$ cat config.mk
export PLATFORM = sky130hd
export DESIGN_NAME = rv_core_top
export DESIGN_NICKNAME = d
export VERILOG_FILES = /design/src/design/rv_isa_pkg.sv /design/src/design/rv_core_pkg.sv /design/src/design/instr_decoder.sv /design/src/design/reg_file.sv /design/src/design/exec_alu.sv /design/src/design/load_store_unit.sv /design/src/design/core_control.sv /design/src/design/rv_core_top.sv
export VERILOG_INCLUDE_DIRS = /design/src /design/src/include
export SDC_FILE = /design/constraint.sdc
export NUM_CORES = 2
export LEC_CHECK = 0
export BUFFER_PORTS_ARGS = -buffer_cell sky130_fd_sc_hd__buf_2
export CAP_MARGIN = 0
export CELL_PAD_IN_SITES_DETAIL_PLACEMENT = 0
export CELL_PAD_IN_SITES_GLOBAL_PLACEMENT = 1
export CORE_UTILIZATION = 58
export CTS_CLUSTER_DIAMETER = 150
export DETAILED_ROUTE_END_ITERATION = 8
export PLACE_DENSITY = 0.95
export SETUP_SLACK_MARGIN = 0.3
export SLEW_MARGIN = 20
export SYNTH_ARGS = -nofsm -noshare
export SYNTH_HDL_FRONTEND = slang
export SYNTH_SLANG_ARGS = --single-unit
$ cat constraint.sdc
create_clock -name raw_clk -period 26.9 [get_ports raw_clk]
set_clock_uncertainty 0.15 [all_clocks]
set_input_delay 1.345 -clock raw_clk [delete_from_list [all_inputs] [get_ports raw_clk]]
set_output_delay 1.345 -clock raw_clk [all_outputs]
set_load 0.01 [all_outputs]
$ cat src/include/rv_core_defines.svh
// Widths and reset constants shared by the core and its testbench.
// PC and bus address are 16 bits wide; higher address bits do not exist.
`ifndef RV_CORE_DEFINES_SVH
`define RV_CORE_DEFINES_SVH

// Data word width.
`define RV_XLEN 32

// Bus address and PC width.
`define RV_ADDR_W 16

// General register count.
`define RV_NUM_REGS 32

// First fetch address after reset.
`define RV_BOOT_PC 16'h4000

// Sequential PC increment.
`define RV_PC_STEP 4

`endif

$ cat src/design/rv_isa_pkg.sv
// RV32I instruction-set types; only the subset the core executes.
`include "rv_core_defines.svh"

package rv_isa_pkg;

  // Major opcodes, instr[6:0].
  typedef enum logic [6:0] {
    opc_lui    = 7'b0110111,
    opc_auipc  = 7'b0010111,
    opc_jal    = 7'b1101111,
    opc_jalr   = 7'b1100111,
    opc_branch = 7'b1100011,
    opc_load   = 7'b0000011,
    opc_store  = 7'b0100011,
    opc_op_imm = 7'b0010011,
    opc_op     = 7'b0110011,
    opc_system = 7'b1110011
  } opcode_e;

  // Register index field.
  typedef logic [$clog2(`RV_NUM_REGS)-1:0] reg_idx_t;

  typedef logic [2:0] funct3_t;

  // Branch conditions, encoded as the branch funct3.
  typedef enum logic [2:0] {
    br_eq  = 3'b000,
    br_ne  = 3'b001,
    br_lt  = 3'b100,
    br_ge  = 3'b101,
    br_ltu = 3'b110,
    br_geu = 3'b111
  } branch_cond_e;

  // Access size, the low two bits of load/store funct3.
  typedef enum logic [1:0] {
    size_byte = 2'b00,
    size_half = 2'b01,
    size_word = 2'b10
  } mem_size_e;

  typedef logic [`RV_XLEN-1:0] instr_t;

endpackage

$ cat src/design/rv_core_pkg.sv
// Microarchitecture types of the multicycle core.
`include "rv_core_defines.svh"

package rv_core_pkg;

  typedef logic [`RV_XLEN-1:0]   word_t;
  typedef logic [`RV_ADDR_W-1:0] addr_t;

  // Active-high, one bit per byte lane.
  typedef logic [`RV_XLEN/8-1:0] byte_en_t;

  typedef enum logic [3:0] {
    alu_add, alu_sub, alu_sll, alu_slt, alu_sltu, alu_xor,
    alu_srl, alu_sra, alu_or, alu_and, alu_pass_b
  } alu_op_e;

  typedef enum logic [2:0] {
    cls_upper, cls_jump, cls_jump_reg, cls_branch,
    cls_load, cls_store, cls_alu, cls_system
  } instr_class_e;

  typedef enum logic [2:0] {
    st_fetch_req, st_fetch_wait, st_execute, st_mem_req,
    st_mem_wait, st_writeback, st_halted, st_error
  } core_state_e;

endpackage

$ cat src/design/instr_decoder.sv
// Combinational decode; funct fields are read here and nowhere else.
// Any system opcode halts, so ecall and ebreak are not told apart.
`timescale 1ns/10ps

module instr_decoder
(
  input  rv_isa_pkg::instr_t          instr,
  output rv_isa_pkg::reg_idx_t        rs1,
  output rv_isa_pkg::reg_idx_t        rs2,
  output rv_isa_pkg::reg_idx_t        rd,
  output rv_core_pkg::word_t          imm,
  output rv_core_pkg::instr_class_e   instr_class,
  output rv_core_pkg::alu_op_e        alu_op,
  output logic                        use_imm,
  output rv_isa_pkg::branch_cond_e    branch_cond,
  output rv_isa_pkg::mem_size_e       mem_size,
  output logic                        mem_unsigned,
  output logic                        rd_valid,
  output logic                        decode_illegal
);
  import rv_isa_pkg::*;
  import rv_core_pkg::*;

  opcode_e opcode;
  funct3_t funct3;
  logic    funct7_5;
  alu_op_e arith_op;
  word_t   imm_i;
  word_t   imm_s;
  word_t   imm_b;
  word_t   imm_u;
  word_t   imm_j;

  assign opcode   = opcode_e'(instr[6:0]);
  assign funct3   = instr[14:12];
  assign funct7_5 = instr[30];

  assign rs1 = instr[19:15];
  assign rs2 = instr[24:20];
  assign rd  = instr[11:7];

  assign imm_i = {{20{instr[31]}}, instr[31:20]};
  assign imm_s = {{20{instr[31]}}, instr[31:25], instr[11:7]};
  assign imm_b = {{19{instr[31]}}, instr[31], instr[7], instr[30:25], instr[11:8], 1'b0};
  assign imm_u = {instr[31:12], 12'h000};
  assign imm_j = {{11{instr[31]}}, instr[31], instr[19:12], instr[20], instr[30:21], 1'b0};

  assign branch_cond  = branch_cond_e'(funct3);
  assign mem_size     = mem_size_e'(funct3[1:0]);
  assign mem_unsigned = funct3[2];

  // Same funct3 map for register and immediate forms.
  always_comb
  begin
    case (funct3)
      3'b000: arith_op = (opcode == opc_op && funct7_5) ? alu_sub : alu_add;
      3'b001: arith_op = alu_sll;
      3'b010: arith_op = alu_slt;
      3'b011: arith_op = alu_sltu;
      3'b100: arith_op = alu_xor;
      3'b101: arith_op = funct7_5 ? alu_sra : alu_srl;
      3'b110: arith_op = alu_or;
      default: arith_op = alu_and;
    endcase
  end

  always_comb
  begin
    instr_class    = cls_system;
    alu_op         = alu_add;
    use_imm        = 1'b1;
    imm            = imm_i;
    rd_valid       = 1'b0;
    decode_illegal = 1'b0;
    case (opcode)
      opc_lui, opc_auipc:
      begin
        // Immediate passes through; the PC is added in control for auipc.
        instr_class = cls_upper;
        alu_op      = alu_pass_b;
        imm         = imm_u;
        rd_valid    = 1'b1;
      end
      opc_jal:
      begin
        instr_class = cls_jump;
        imm         = imm_j;
        rd_valid    = 1'b1;
      end
      opc_jalr:
      begin
        instr_class = cls_jump_reg;
        rd_valid    = 1'b1;
      end
      opc_branch:
      begin
        instr_class = cls_branch;
        imm         = imm_b;
        use_imm     = 1'b0;
      end
      opc_load:
      begin
        instr_class = cls_load;
        rd_valid    = 1'b1;
      end
      opc_store:
      begin
        instr_class = cls_store;
        imm         = imm_s;
      end
      opc_op_imm:
      begin
        instr_class = cls_alu;
        alu_op      = arith_op;
        rd_valid    = 1'b1;
      end
      opc_op:
      begin
        instr_class = cls_alu;
        alu_op      = arith_op;
        use_imm     = 1'b0;
        rd_valid    = 1'b1;
      end
      opc_system: instr_class = cls_system;
      default: decode_illegal = 1'b1;
    endcase
  end

endmodule

$ cat src/design/reg_file.sv
// Two combinational read ports, one synchronous write port.
`timescale 1ns/10ps
`include "rv_core_defines.svh"

module reg_file
(
  input  logic                  raw_clk,
  input  logic                  button_reset,
  input  rv_isa_pkg::reg_idx_t  rs1,
  input  rv_isa_pkg::reg_idx_t  rs2,
  input  rv_isa_pkg::reg_idx_t  rd,
  input  logic                  rd_write,
  input  rv_core_pkg::word_t    rd_data,
  output rv_core_pkg::word_t    rs1_data,
  output rv_core_pkg::word_t    rs2_data
);
  import rv_core_pkg::*;

  word_t regs [`RV_NUM_REGS];

  always_ff @(posedge raw_clk)
  begin
    if (!button_reset)
    begin
      for (int i = 0; i < `RV_NUM_REGS; i++)
        regs[i] <= '0;
    end
    else if (rd_write && rd != '0)
      regs[rd] <= rd_data;
  end

  // x0 reads zero.
  assign rs1_data = (rs1 == '0) ? '0 : regs[rs1];
  assign rs2_data = (rs2 == '0) ? '0 : regs[rs2];

endmodule

$ cat src/design/exec_alu.sv
// Shift amounts come from the low 5 bits of the second operand.
`timescale 1ns/10ps

module exec_alu
(
  input  rv_core_pkg::word_t        a,
  input  rv_core_pkg::word_t        rs2_data,
  input  rv_core_pkg::word_t        imm,
  input  logic                      use_imm,
  input  rv_core_pkg::alu_op_e      alu_op,
  input  rv_isa_pkg::branch_cond_e  branch_cond,
  output rv_core_pkg::word_t        alu_result,
  output logic                      branch_taken
);
  import rv_isa_pkg::*;
  import rv_core_pkg::*;

  word_t      b;
  logic [4:0] shamt;

  // sltiu sees the sign-extended immediate as unsigned.
  assign b     = use_imm ? imm : rs2_data;
  assign shamt = b[4:0];

  always_comb
  begin
    case (alu_op)
      alu_add:  alu_result = a + b;
      alu_sub:  alu_result = a - b;
      alu_sll:  alu_result = a << shamt;
      alu_slt:  alu_result = word_t'($signed(a) < $signed(b));
      alu_sltu: alu_result = word_t'(a < b);
      alu_xor:  alu_result = a ^ b;
      alu_srl:  alu_result = a >> shamt;
      alu_sra:  alu_result = word_t'($signed(a) >>> shamt);
      alu_or:   alu_result = a | b;
      alu_and:  alu_result = a & b;
      default:  alu_result = b;
    endcase
  end

  // Branches always compare the two registers.
  always_comb
  begin
    case (branch_cond)
      br_eq:   branch_taken = (a == rs2_data);
      br_ne:   branch_taken = (a != rs2_data);
      br_lt:   branch_taken = ($signed(a) < $signed(rs2_data));
      br_ge:   branch_taken = ($signed(a) >= $signed(rs2_data));
      br_ltu:  branch_taken = (a < rs2_data);
      br_geu:  branch_taken = (a >= rs2_data);
      default: branch_taken = 1'b0;
    endcase
  end

endmodule

$ cat src/design/load_store_unit.sv
// Lane steering for loads and stores; accesses are assumed naturally aligned.
`timescale 1ns/10ps

module load_store_unit
(
  input  logic [1:0]             ea_low,
  input  rv_isa_pkg::mem_size_e  mem_size,
  input  logic                   mem_unsigned,
  input  rv_core_pkg::word_t     rs2_data,
  input  rv_core_pkg::word_t     mem_rdata,
  output rv_core_pkg::word_t     store_data,
  output rv_core_pkg::byte_en_t  store_be,
  output rv_core_pkg::word_t     load_data
);
  import rv_isa_pkg::*;
  import rv_core_pkg::*;

  word_t rdata_shifted;
  logic  ext_bit;

  // Store value copied to every lane; the enables pick the one written.
  always_comb
  begin
    case (mem_size)
      size_byte:
      begin
        store_data = {4{rs2_data[7:0]}};
        store_be   = byte_en_t'(4'b0001 << ea_low);
      end
      size_half:
      begin
        store_data = {2{rs2_data[15:0]}};
        store_be   = ea_low[1] ? 4'b1100 : 4'b0011;
      end
      default:
      begin
        store_data = rs2_data;
        store_be   = 4'b1111;
      end
    endcase
  end

  // Addressed lane moved down to bit 0.
  assign rdata_shifted = mem_rdata >> {ea_low, 3'b000};

  always_comb
  begin
    case (mem_size)
      size_byte:
      begin
        ext_bit   = rdata_shifted[7] & ~mem_unsigned;
        load_data = {{24{ext_bit}}, rdata_shifted[7:0]};
      end
      size_half:
      begin
        ext_bit   = rdata_shifted[15] & ~mem_unsigned;
        load_data = {{16{ext_bit}}, rdata_shifted[15:0]};
      end
      default:
      begin
        ext_bit   = 1'b0;
        load_data = mem_rdata;
      end
    endcase
  end

endmodule

$ cat src/design/core_control.sv
// Multicycle FSM and four-phase req/ack master; one instruction in flight.
// Data accesses use a word address with lane enables; halted and illegal are sticky.
`timescale 1ns/10ps
`include "rv_core_defines.svh"

module core_control
(
  input  logic                       raw_clk,
  input  logic                       button_reset,
  input  logic                       mem_ack,
  input  rv_core_pkg::word_t         mem_rdata,
  input  rv_core_pkg::instr_class_e  instr_class,
  input  rv_core_pkg::word_t         imm,
  input  logic                       rd_valid,
  input  logic                       decode_illegal,
  input  rv_core_pkg::word_t         rs1_data,
  input  rv_core_pkg::word_t         alu_result,
  input  logic                       branch_taken,
  input  rv_core_pkg::word_t         load_data,
  input  rv_core_pkg::word_t         store_data,
  input  rv_core_pkg::byte_en_t      store_be,
  output rv_isa_pkg::instr_t         instr,
  output logic                       rd_write,
  output rv_core_pkg::word_t         rd_data,
  output logic [1:0]                 ea_low,
  output logic                       mem_req,
  output rv_core_pkg::addr_t         mem_addr,
  output logic                       mem_we,
  output rv_core_pkg::byte_en_t      mem_be,
  output rv_core_pkg::word_t         mem_wdata,
  output logic                       halted,
  output logic                       illegal
);
  import rv_isa_pkg::*;
  import rv_core_pkg::*;

  core_state_e state;
  addr_t       pc;
  addr_t       pc_cur;
  addr_t       pc_seq;
  addr_t       ea_q;
  word_t       pc_word;
  word_t       link;
  word_t       jalr_sum;
  word_t       result_q;
  logic        bus_done;
  logic        bus_idle;

  assign pc_seq   = pc_cur + addr_t'(`RV_PC_STEP);
  assign pc_word  = {{(`RV_XLEN - `RV_ADDR_W){1'b0}}, pc_cur};
  assign link     = pc_word + word_t'(`RV_PC_STEP);
  assign jalr_sum = rs1_data + imm;

  // Ack seen while requesting, then both low again.
  assign bus_done = mem_req & mem_ack;
  assign bus_idle = ~mem_req & ~mem_ack;

  assign ea_low   = ea_q[1:0];
  assign rd_data  = result_q;
  assign rd_write = (state == st_writeback) && rd_valid;

  always_ff @(posedge raw_clk)
  begin
    if (!button_reset)
    begin
      state   <= st_fetch_req;
      pc      <= `RV_BOOT_PC;
      mem_req <= 1'b0;
      mem_we  <= 1'b0;
      halted  <= 1'b0;
      illegal <= 1'b0;
    end
    else
    begin
      case (state)
        st_fetch_req:
        begin
          mem_req  <= 1'b1;
          mem_we   <= 1'b0;
          mem_addr <= pc;
          mem_be   <= '1;
          pc_cur   <= pc;
          state    <= st_fetch_wait;
        end
        st_fetch_wait:
        begin
          if (bus_done)
          begin
            instr   <= mem_rdata;
            mem_req <= 1'b0;
          end
          else if (bus_idle)
            state <= st_execute;
        end
        st_execute:
        begin
          pc    <= pc_seq;
          state <= st_writeback;
          if (decode_illegal)
          begin
            illegal <= 1'b1;
            state   <= st_error;
          end
          else
          begin
            case (instr_class)
              cls_upper:
                result_q <= (instr[6:0] == opc_auipc) ? pc_word + alu_result : alu_result;
              cls_jump:
              begin
                pc       <= pc_cur + imm[`RV_ADDR_W-1:0];
                result_q <= link;
              end
              cls_jump_reg:
              begin
                // Target forced to a word boundary.
                pc       <= {jalr_sum[`RV_ADDR_W-1:2], 2'b00};
                result_q <= link;
              end
              cls_branch:
                if (branch_taken)
                  pc <= pc_cur + imm[`RV_ADDR_W-1:0];
              cls_load, cls_store:
              begin
                ea_q  <= alu_result[`RV_ADDR_W-1:0];
                state <= st_mem_req;
              end
              cls_alu: result_q <= alu_result;
              default:
              begin
                halted <= 1'b1;
                state  <= st_halted;
              end
            endcase
          end
        end
        st_mem_req:
        begin
          mem_req   <= 1'b1;
          mem_we    <= (instr_class == cls_store);
          mem_addr  <= {ea_q[`RV_ADDR_W-1:2], 2'b00};
          mem_be    <= store_be;
          mem_wdata <= store_data;
          state     <= st_mem_wait;
        end
        st_mem_wait:
        begin
          if (bus_done)
          begin
            // Read data only valid with ack; a store never writes it back.
            result_q <= load_data;
            mem_req  <= 1'b0;
            mem_we   <= 1'b0;
          end
          else if (bus_idle)
            state <= st_writeback;
        end
        st_writeback: state <= st_fetch_req;
        st_halted: state <= st_halted;
        default: state <= st_error;
      endcase
    end
  end

endmodule

$ cat src/design/rv_core_top.sv
// RV32I-subset core with an external four-phase req/ack memory bus.
`timescale 1ns/10ps

module rv_core_top
(
  input  logic                   raw_clk,
  input  logic                   button_reset,
  input  logic                   mem_ack,
  input  rv_core_pkg::word_t     mem_rdata,
  output logic                   mem_req,
  output rv_core_pkg::addr_t     mem_addr,
  output logic                   mem_we,
  output rv_core_pkg::byte_en_t  mem_be,
  output rv_core_pkg::word_t     mem_wdata,
  output logic                   halted,
  output logic                   illegal
);
  import rv_isa_pkg::*;
  import rv_core_pkg::*;

  instr_t       instr;
  reg_idx_t     rs1;
  reg_idx_t     rs2;
  reg_idx_t     rd;
  word_t        imm;
  instr_class_e instr_class;
  alu_op_e      alu_op;
  logic         use_imm;
  branch_cond_e branch_cond;
  mem_size_e    mem_size;
  logic         mem_unsigned;
  logic         rd_valid;
  logic         decode_illegal;
  word_t        rs1_data;
  word_t        rs2_data;
  word_t        alu_result;
  logic         branch_taken;
  logic         rd_write;
  word_t        rd_data;
  logic [1:0]   ea_low;
  word_t        store_data;
  byte_en_t     store_be;
  word_t        load_data;

  core_control i_control (
    .raw_clk, .button_reset, .mem_ack, .mem_rdata, .instr_class, .imm, .rd_valid,
    .decode_illegal, .rs1_data, .alu_result, .branch_taken, .load_data, .store_data,
    .store_be, .instr, .rd_write, .rd_data, .ea_low, .mem_req, .mem_addr, .mem_we,
    .mem_be, .mem_wdata, .halted, .illegal
  );

  instr_decoder i_decoder (
    .instr, .rs1, .rs2, .rd, .imm, .instr_class, .alu_op, .use_imm, .branch_cond,
    .mem_size, .mem_unsigned, .rd_valid, .decode_illegal
  );

  reg_file i_regs (
    .raw_clk, .button_reset, .rs1, .rs2, .rd, .rd_write, .rd_data, .rs1_data, .rs2_data
  );

  exec_alu i_alu (
    .a(rs1_data), .rs2_data, .imm, .use_imm, .alu_op, .branch_cond, .alu_result,
    .branch_taken
  );

  load_store_unit i_lsu (
    .ea_low, .mem_size, .mem_unsigned, .rs2_data, .mem_rdata, .store_data, .store_be,
    .load_data
  );

endmodule

==> flow_summary.html <==
<table>
<tr><th>Metric</th><th>Value</th></tr>
<tr><th colspan="2">Status</th></tr>
<tr><td>Run status</td><td>finished clean</td></tr>
<tr><th colspan="2">Route</th></tr>
<tr><td>Antenna Nets Post-Route</td><td>0</td></tr>
<tr><td>Drt drc</td><td>0</td></tr>
<tr><td>Vias</td><td>around 62000</td></tr>
<tr><td>Drt first pass iters</td><td>7</td></tr>
<tr><td>Routed length per instance</td><td>just under 40 µm</td></tr>
<tr><td>Total length of routed wires</td><td>between 300000 and 400000 µm</td></tr>
<tr><td>Vias/cell</td><td>7.61</td></tr>
<tr><td>DRT iter0 DRCs</td><td>11900</td></tr>
<tr><th colspan="2">Hold path</th></tr>
<tr><td>Class of the most critical hold timing path</td><td>reg -&gt; reg</td></tr>
<tr><th colspan="2">Die</th></tr>
<tr><td>Vertical extent of the die</td><td>366 µm</td></tr>
<tr><td>Die outline area</td><td>approximately 130000 µm²</td></tr>
<tr><td>Effective utilization at floorplan</td><td>about 60%</td></tr>
<tr><td>Rows</td><td>133</td></tr>
<tr><td>Width of the chip</td><td>366 µm</td></tr>
<tr><td>Top-Level Pins</td><td>91</td></tr>
<tr><td>CORE AREA</td><td>132000 µm²</td></tr>
<tr><th colspan="2">Clock tree</th></tr>
<tr><td>Hold Buf Count CTS</td><td>0</td></tr>
<tr><td>Buffers inserted during post-CTS setup optimization</td><td>0</td></tr>
<tr><td>Buffer levels on the longest clock path</td><td>3</td></tr>
<tr><td>Number of levels the H-tree was split into</td><td>4</td></tr>
<tr><td>Post-cts repair resize count</td><td>0</td></tr>
<tr><td>Clock Pin Slew Worst Setup and Hold Paths</td><td>0.06 ns</td></tr>
<tr><td>Latest clock arrival within the worst-skew pair</td><td>approximately 0.8 ns</td></tr>
<tr><td>Clk sinks</td><td>between 1000 and 1500</td></tr>
<tr><td>Root buf cell</td><td>clkbuf_16</td></tr>
<tr><td>Clock tree from TritonCTS</td><td>built</td></tr>
<tr><td>Number of buffers added by the clock tree synthesis step</td><td>between 100 and 150</td></tr>
<tr><th colspan="2">Place</th></tr>
<tr><td>Placed wire-length estimate after detailed placement</td><td>around 200000 µm</td></tr>
<tr><td>Count of buffers from port buffering</td><td>90</td></tr>
<tr><td>GPL Wtd Cong</td><td>~1.0</td></tr>
<tr><td>DP Area</td><td>between 70000 and 80000 µm²</td></tr>
<tr><td>Dpl ws</td><td>between 10 and 15 ns</td></tr>
<tr><td>Placed Cells</td><td>about 8000</td></tr>
<tr><th colspan="2">Power</th></tr>
<tr><td>Largest voltage drop on the vdd net</td><td>0.0000736 V</td></tr>
<tr><td>Power density normalized to cell area</td><td>approximately 57 nW/µm²</td></tr>
<tr><td>Pleak</td><td>roughly 0.031 µW</td></tr>
<tr><th colspan="2">Global routing</th></tr>
<tr><td>Final global-route overflow total</td><td>0</td></tr>
<tr><td>Global-route wire length before repair</td><td>441000 µm</td></tr>
<tr><td>Number of global-route vias before repair</td><td>slightly below 60000</td></tr>
<tr><td>Fraction of met2 tracks used by global routing</td><td>67.0%</td></tr>
<tr><td>Initial antenna violation count</td><td>28</td></tr>
<tr><td>Met3 GRT Util</td><td>between 15 and 20%</td></tr>
<tr><td>Total GRT Usage</td><td>a little under half</td></tr>
<tr><td>Layer with the highest usage after global routing</td><td>met2</td></tr>
<tr><td>Met1 track demand over resource in global routing</td><td>~56%</td></tr>
<tr><td>Pin count of the biggest net entering global routing</td><td>around 110</td></tr>
<tr><th colspan="2">Logic synthesis</th></tr>
<tr><td>Netlist Area Pre-Place</td><td>roughly 77000 µm²</td></tr>
<tr><td>Number of enable flip-flop cells after synthesis</td><td>approximately 1200</td></tr>
<tr><td>Dominant combinational cell family by area after synthesis</td><td>multiplexers</td></tr>
<tr><td>Share of synthesized cell area in and, or, nand and nor gates</td><td>15.1%</td></tr>
<tr><td>Async SR Flop Fraction</td><td>0%</td></tr>
<tr><td>Synth Area in XOR/XNOR</td><td>less than 1%</td></tr>
<tr><td>Number of warning messages in the yosys log</td><td>0</td></tr>
<tr><td>Syn avg cell area</td><td>~12 µm²</td></tr>
<tr><td>Sequential element share of the synthesized area</td><td>46.6%</td></tr>
<tr><td>Compound-cell area share of the yosys netlist</td><td>a little over a tenth</td></tr>
<tr><td>Netlist cell types</td><td>between 100 and 150</td></tr>
<tr><td>Post-synthesis mux area share</td><td>between 10% and 20%</td></tr>
<tr><td>Fraction of the mapped netlist area in adder cells</td><td>between 2 and 3%</td></tr>
<tr><td>Post-Syn Instances</td><td>roughly 6400</td></tr>
<tr><td>Register bit total from synthesis</td><td>around 1200</td></tr>
<tr><td>Prevailing post-synth register cell</td><td>edfxtp_1</td></tr>
<tr><th colspan="2">Critical path</th></tr>
<tr><td>Crit Path Max Fanout</td><td>between 50 and 60</td></tr>
<tr><td>Endpoint required time on the critical path</td><td>about 27 ns</td></tr>
<tr><td>Critical path's most frequent cell</td><td>buf_4</td></tr>
<tr><td>Critical path startpoint category</td><td>register</td></tr>
<tr><td>Highest-delay cell along the critical path</td><td>buf_4</td></tr>
<tr><td>Biggest cell delay along the critical path</td><td>approximately 0.88 ns</td></tr>
<tr><td>Crit Path Class</td><td>reg -&gt; reg</td></tr>
<tr><td>Arrival time at the worst endpoint</td><td>about 14 ns</td></tr>
<tr><td>Type of element capturing the critical path</td><td>register</td></tr>
<tr><th colspan="2">STA</th></tr>
<tr><td>Transition time of the tightest slew-check pin</td><td>approximately 1.3 ns</td></tr>
<tr><td>Final worst path period need</td><td>13.47 ns</td></tr>
<tr><td>Ratio of final minimum period to clock period</td><td>50.1%</td></tr>
<tr><td>RSZ-0062 raised after global routing</td><td>false</td></tr>
<tr><td>Final worst setup slack</td><td>around 13 ns</td></tr>
<tr><td>Setup total negative slack</td><td>0 ns</td></tr>
<tr><td>Max-slew headroom at the worst pin</td><td>approximately 16%</td></tr>
<tr><td>Final setup vio count</td><td>0</td></tr>
<tr><td>Final hold violations</td><td>0</td></tr>
<tr><td>Max Clk Rate</td><td>~74 MHz</td></tr>
<tr><td>Count of final max-slew check failures</td><td>0</td></tr>
<tr><th colspan="2">Final layout</th></tr>
<tr><td>Most used cells in the layout excluding fill and tap cells</td><td>1172 x edfxtp_1, 1025 x and2_1, 425 x mux4_2</td></tr>
<tr><td>Most common cell after layout, fill and taps aside</td><td>edfxtp_1</td></tr>
<tr><td>Ratio of cells with drive above 1 in the final layout</td><td>18.8%</td></tr>
<tr><td>FILL cells</td><td>9584</td></tr>
<tr><td>Count of non-filler cells in the finished layout</td><td>~8000</td></tr>
<tr><td>Post-layout instance area</td><td>a little over 80000 µm²</td></tr>
<tr><td>Final #Nets</td><td>approximately 6500</td></tr>
<tr><td>Area overhead of the layout relative to synthesis</td><td>7.74%</td></tr>
<tr><th colspan="2">Run</th></tr>
<tr><td>Max-capacitance violation count</td><td>0</td></tr>
</table>
stage by stage:
stage               utilization [%]  hold WS, ns  total power (µW)
floorplan                         -        0.269              2680
global placement               59.7        0.279              2950
detailed placement             59.7        0.284              2960
CTS                            62.8        0.299              4680
global route                   63.0        0.317              4820
finish                         63.0        0.295              4740
final timing paths:
check	startpoint	to	slack (ns)	cells past startpoint
max	register	i_control.rd_data[31]	13.43	38
min reg2reg	i_control.pc[0]	i_control.pc_cur[0]	0.30	0
min	i_control.pc[0]	i_control.pc_cur[0]	0.30	0
max reg2reg	register	i_control.rd_data[31]	13.43	38
worst max-delay path, delay by kind of cell, from the launching register on:
kind / cells / cell delay (ns)
flops: 1 / 0.73
fa+ha+maj: 2 / 0.77
simple gates: 7 / 1.50
buf+inv: 4 / 2.69
compound gates: 24 / 6.65
mux: 1 / 0.42
report_power, final:
| part | internal [µW] | switching [µW] |
|---|---|---|
| combinational | 265 | 510 |
| clock | 969 | 801 |
| sequential | 2130 | 65.9 |
| total | 3370 | 1380 |
registers in the layout, indices dropped and copies added (netlist names), named ones only:
name,flops
i_control.ea_q,16
i_control.halted,1
i_control.illegal,1
i_control.instr,32
i_control.mem_addr,16
i_control.mem_be,4
i_control.mem_req,1
i_control.mem_wdata,32
i_control.mem_we,1
i_control.pc,16
i_control.pc_cur,16
i_control.rd_data,32
i_control.state,3
i_regs.regs,1024
cell usage after synthesis (all sizes together) (70+ instances only):
cell | instances | area, µm²
ha | 175 | 2190
nand3 | 135 | 688
clkbuf | 342 | 1290
mux2i | 358 | 3610
edfxtp | 1172 | 35200
a211oi | 83 | 663
nor3 | 70 | 403
inv | 134 | 505
mux2 | 76 | 860
buf | 220 | 1940
a21oi | 290 | 1480
and2 | 1030 | 6440
mux4 | 450 | 10200
nand2 | 314 | 1200
o21ai | 237 | 1200
nor2 | 337 | 1310
a22oi | 141 | 1080
kinds of logic (layout without fill, tap and decap cells):
group | Yosys count | after routing
buffers and inverters | 701 | 659
multiplexers | 884 | 884
AO/OA/AOI/OAI | 1215 | 1215
XOR/XNOR | 62 | 62
AND/OR/NAND/NOR | 2109 | 2109
adder cells (fa/ha/maj) | 179 | 179
flip-flops | 1205 | 1205
other | 1 | 56
layout make-up:
type                       count  area, µm²  area share [%]
multi-input combinational   4481      38100            45.9
sequential                  1205      35900            43.3
clock buffer                 156       3440            4.15
tap                         1755       2200            2.65
timing repair buffer         291       2080            2.51
clock inverter                75        661           0.797
inverter                     137        531           0.640
antenna                       24       60.1          0.0724
metal layers:
layer | wire, µm | up-vias
met2 | 133000 | 6317
met4 | 32700 | 22
met5 | 180 | -
met3 | 51700 | 1851
li1 | - | 23900
met1 | 99900 | 29700
(Power assumes the default switching activity.)
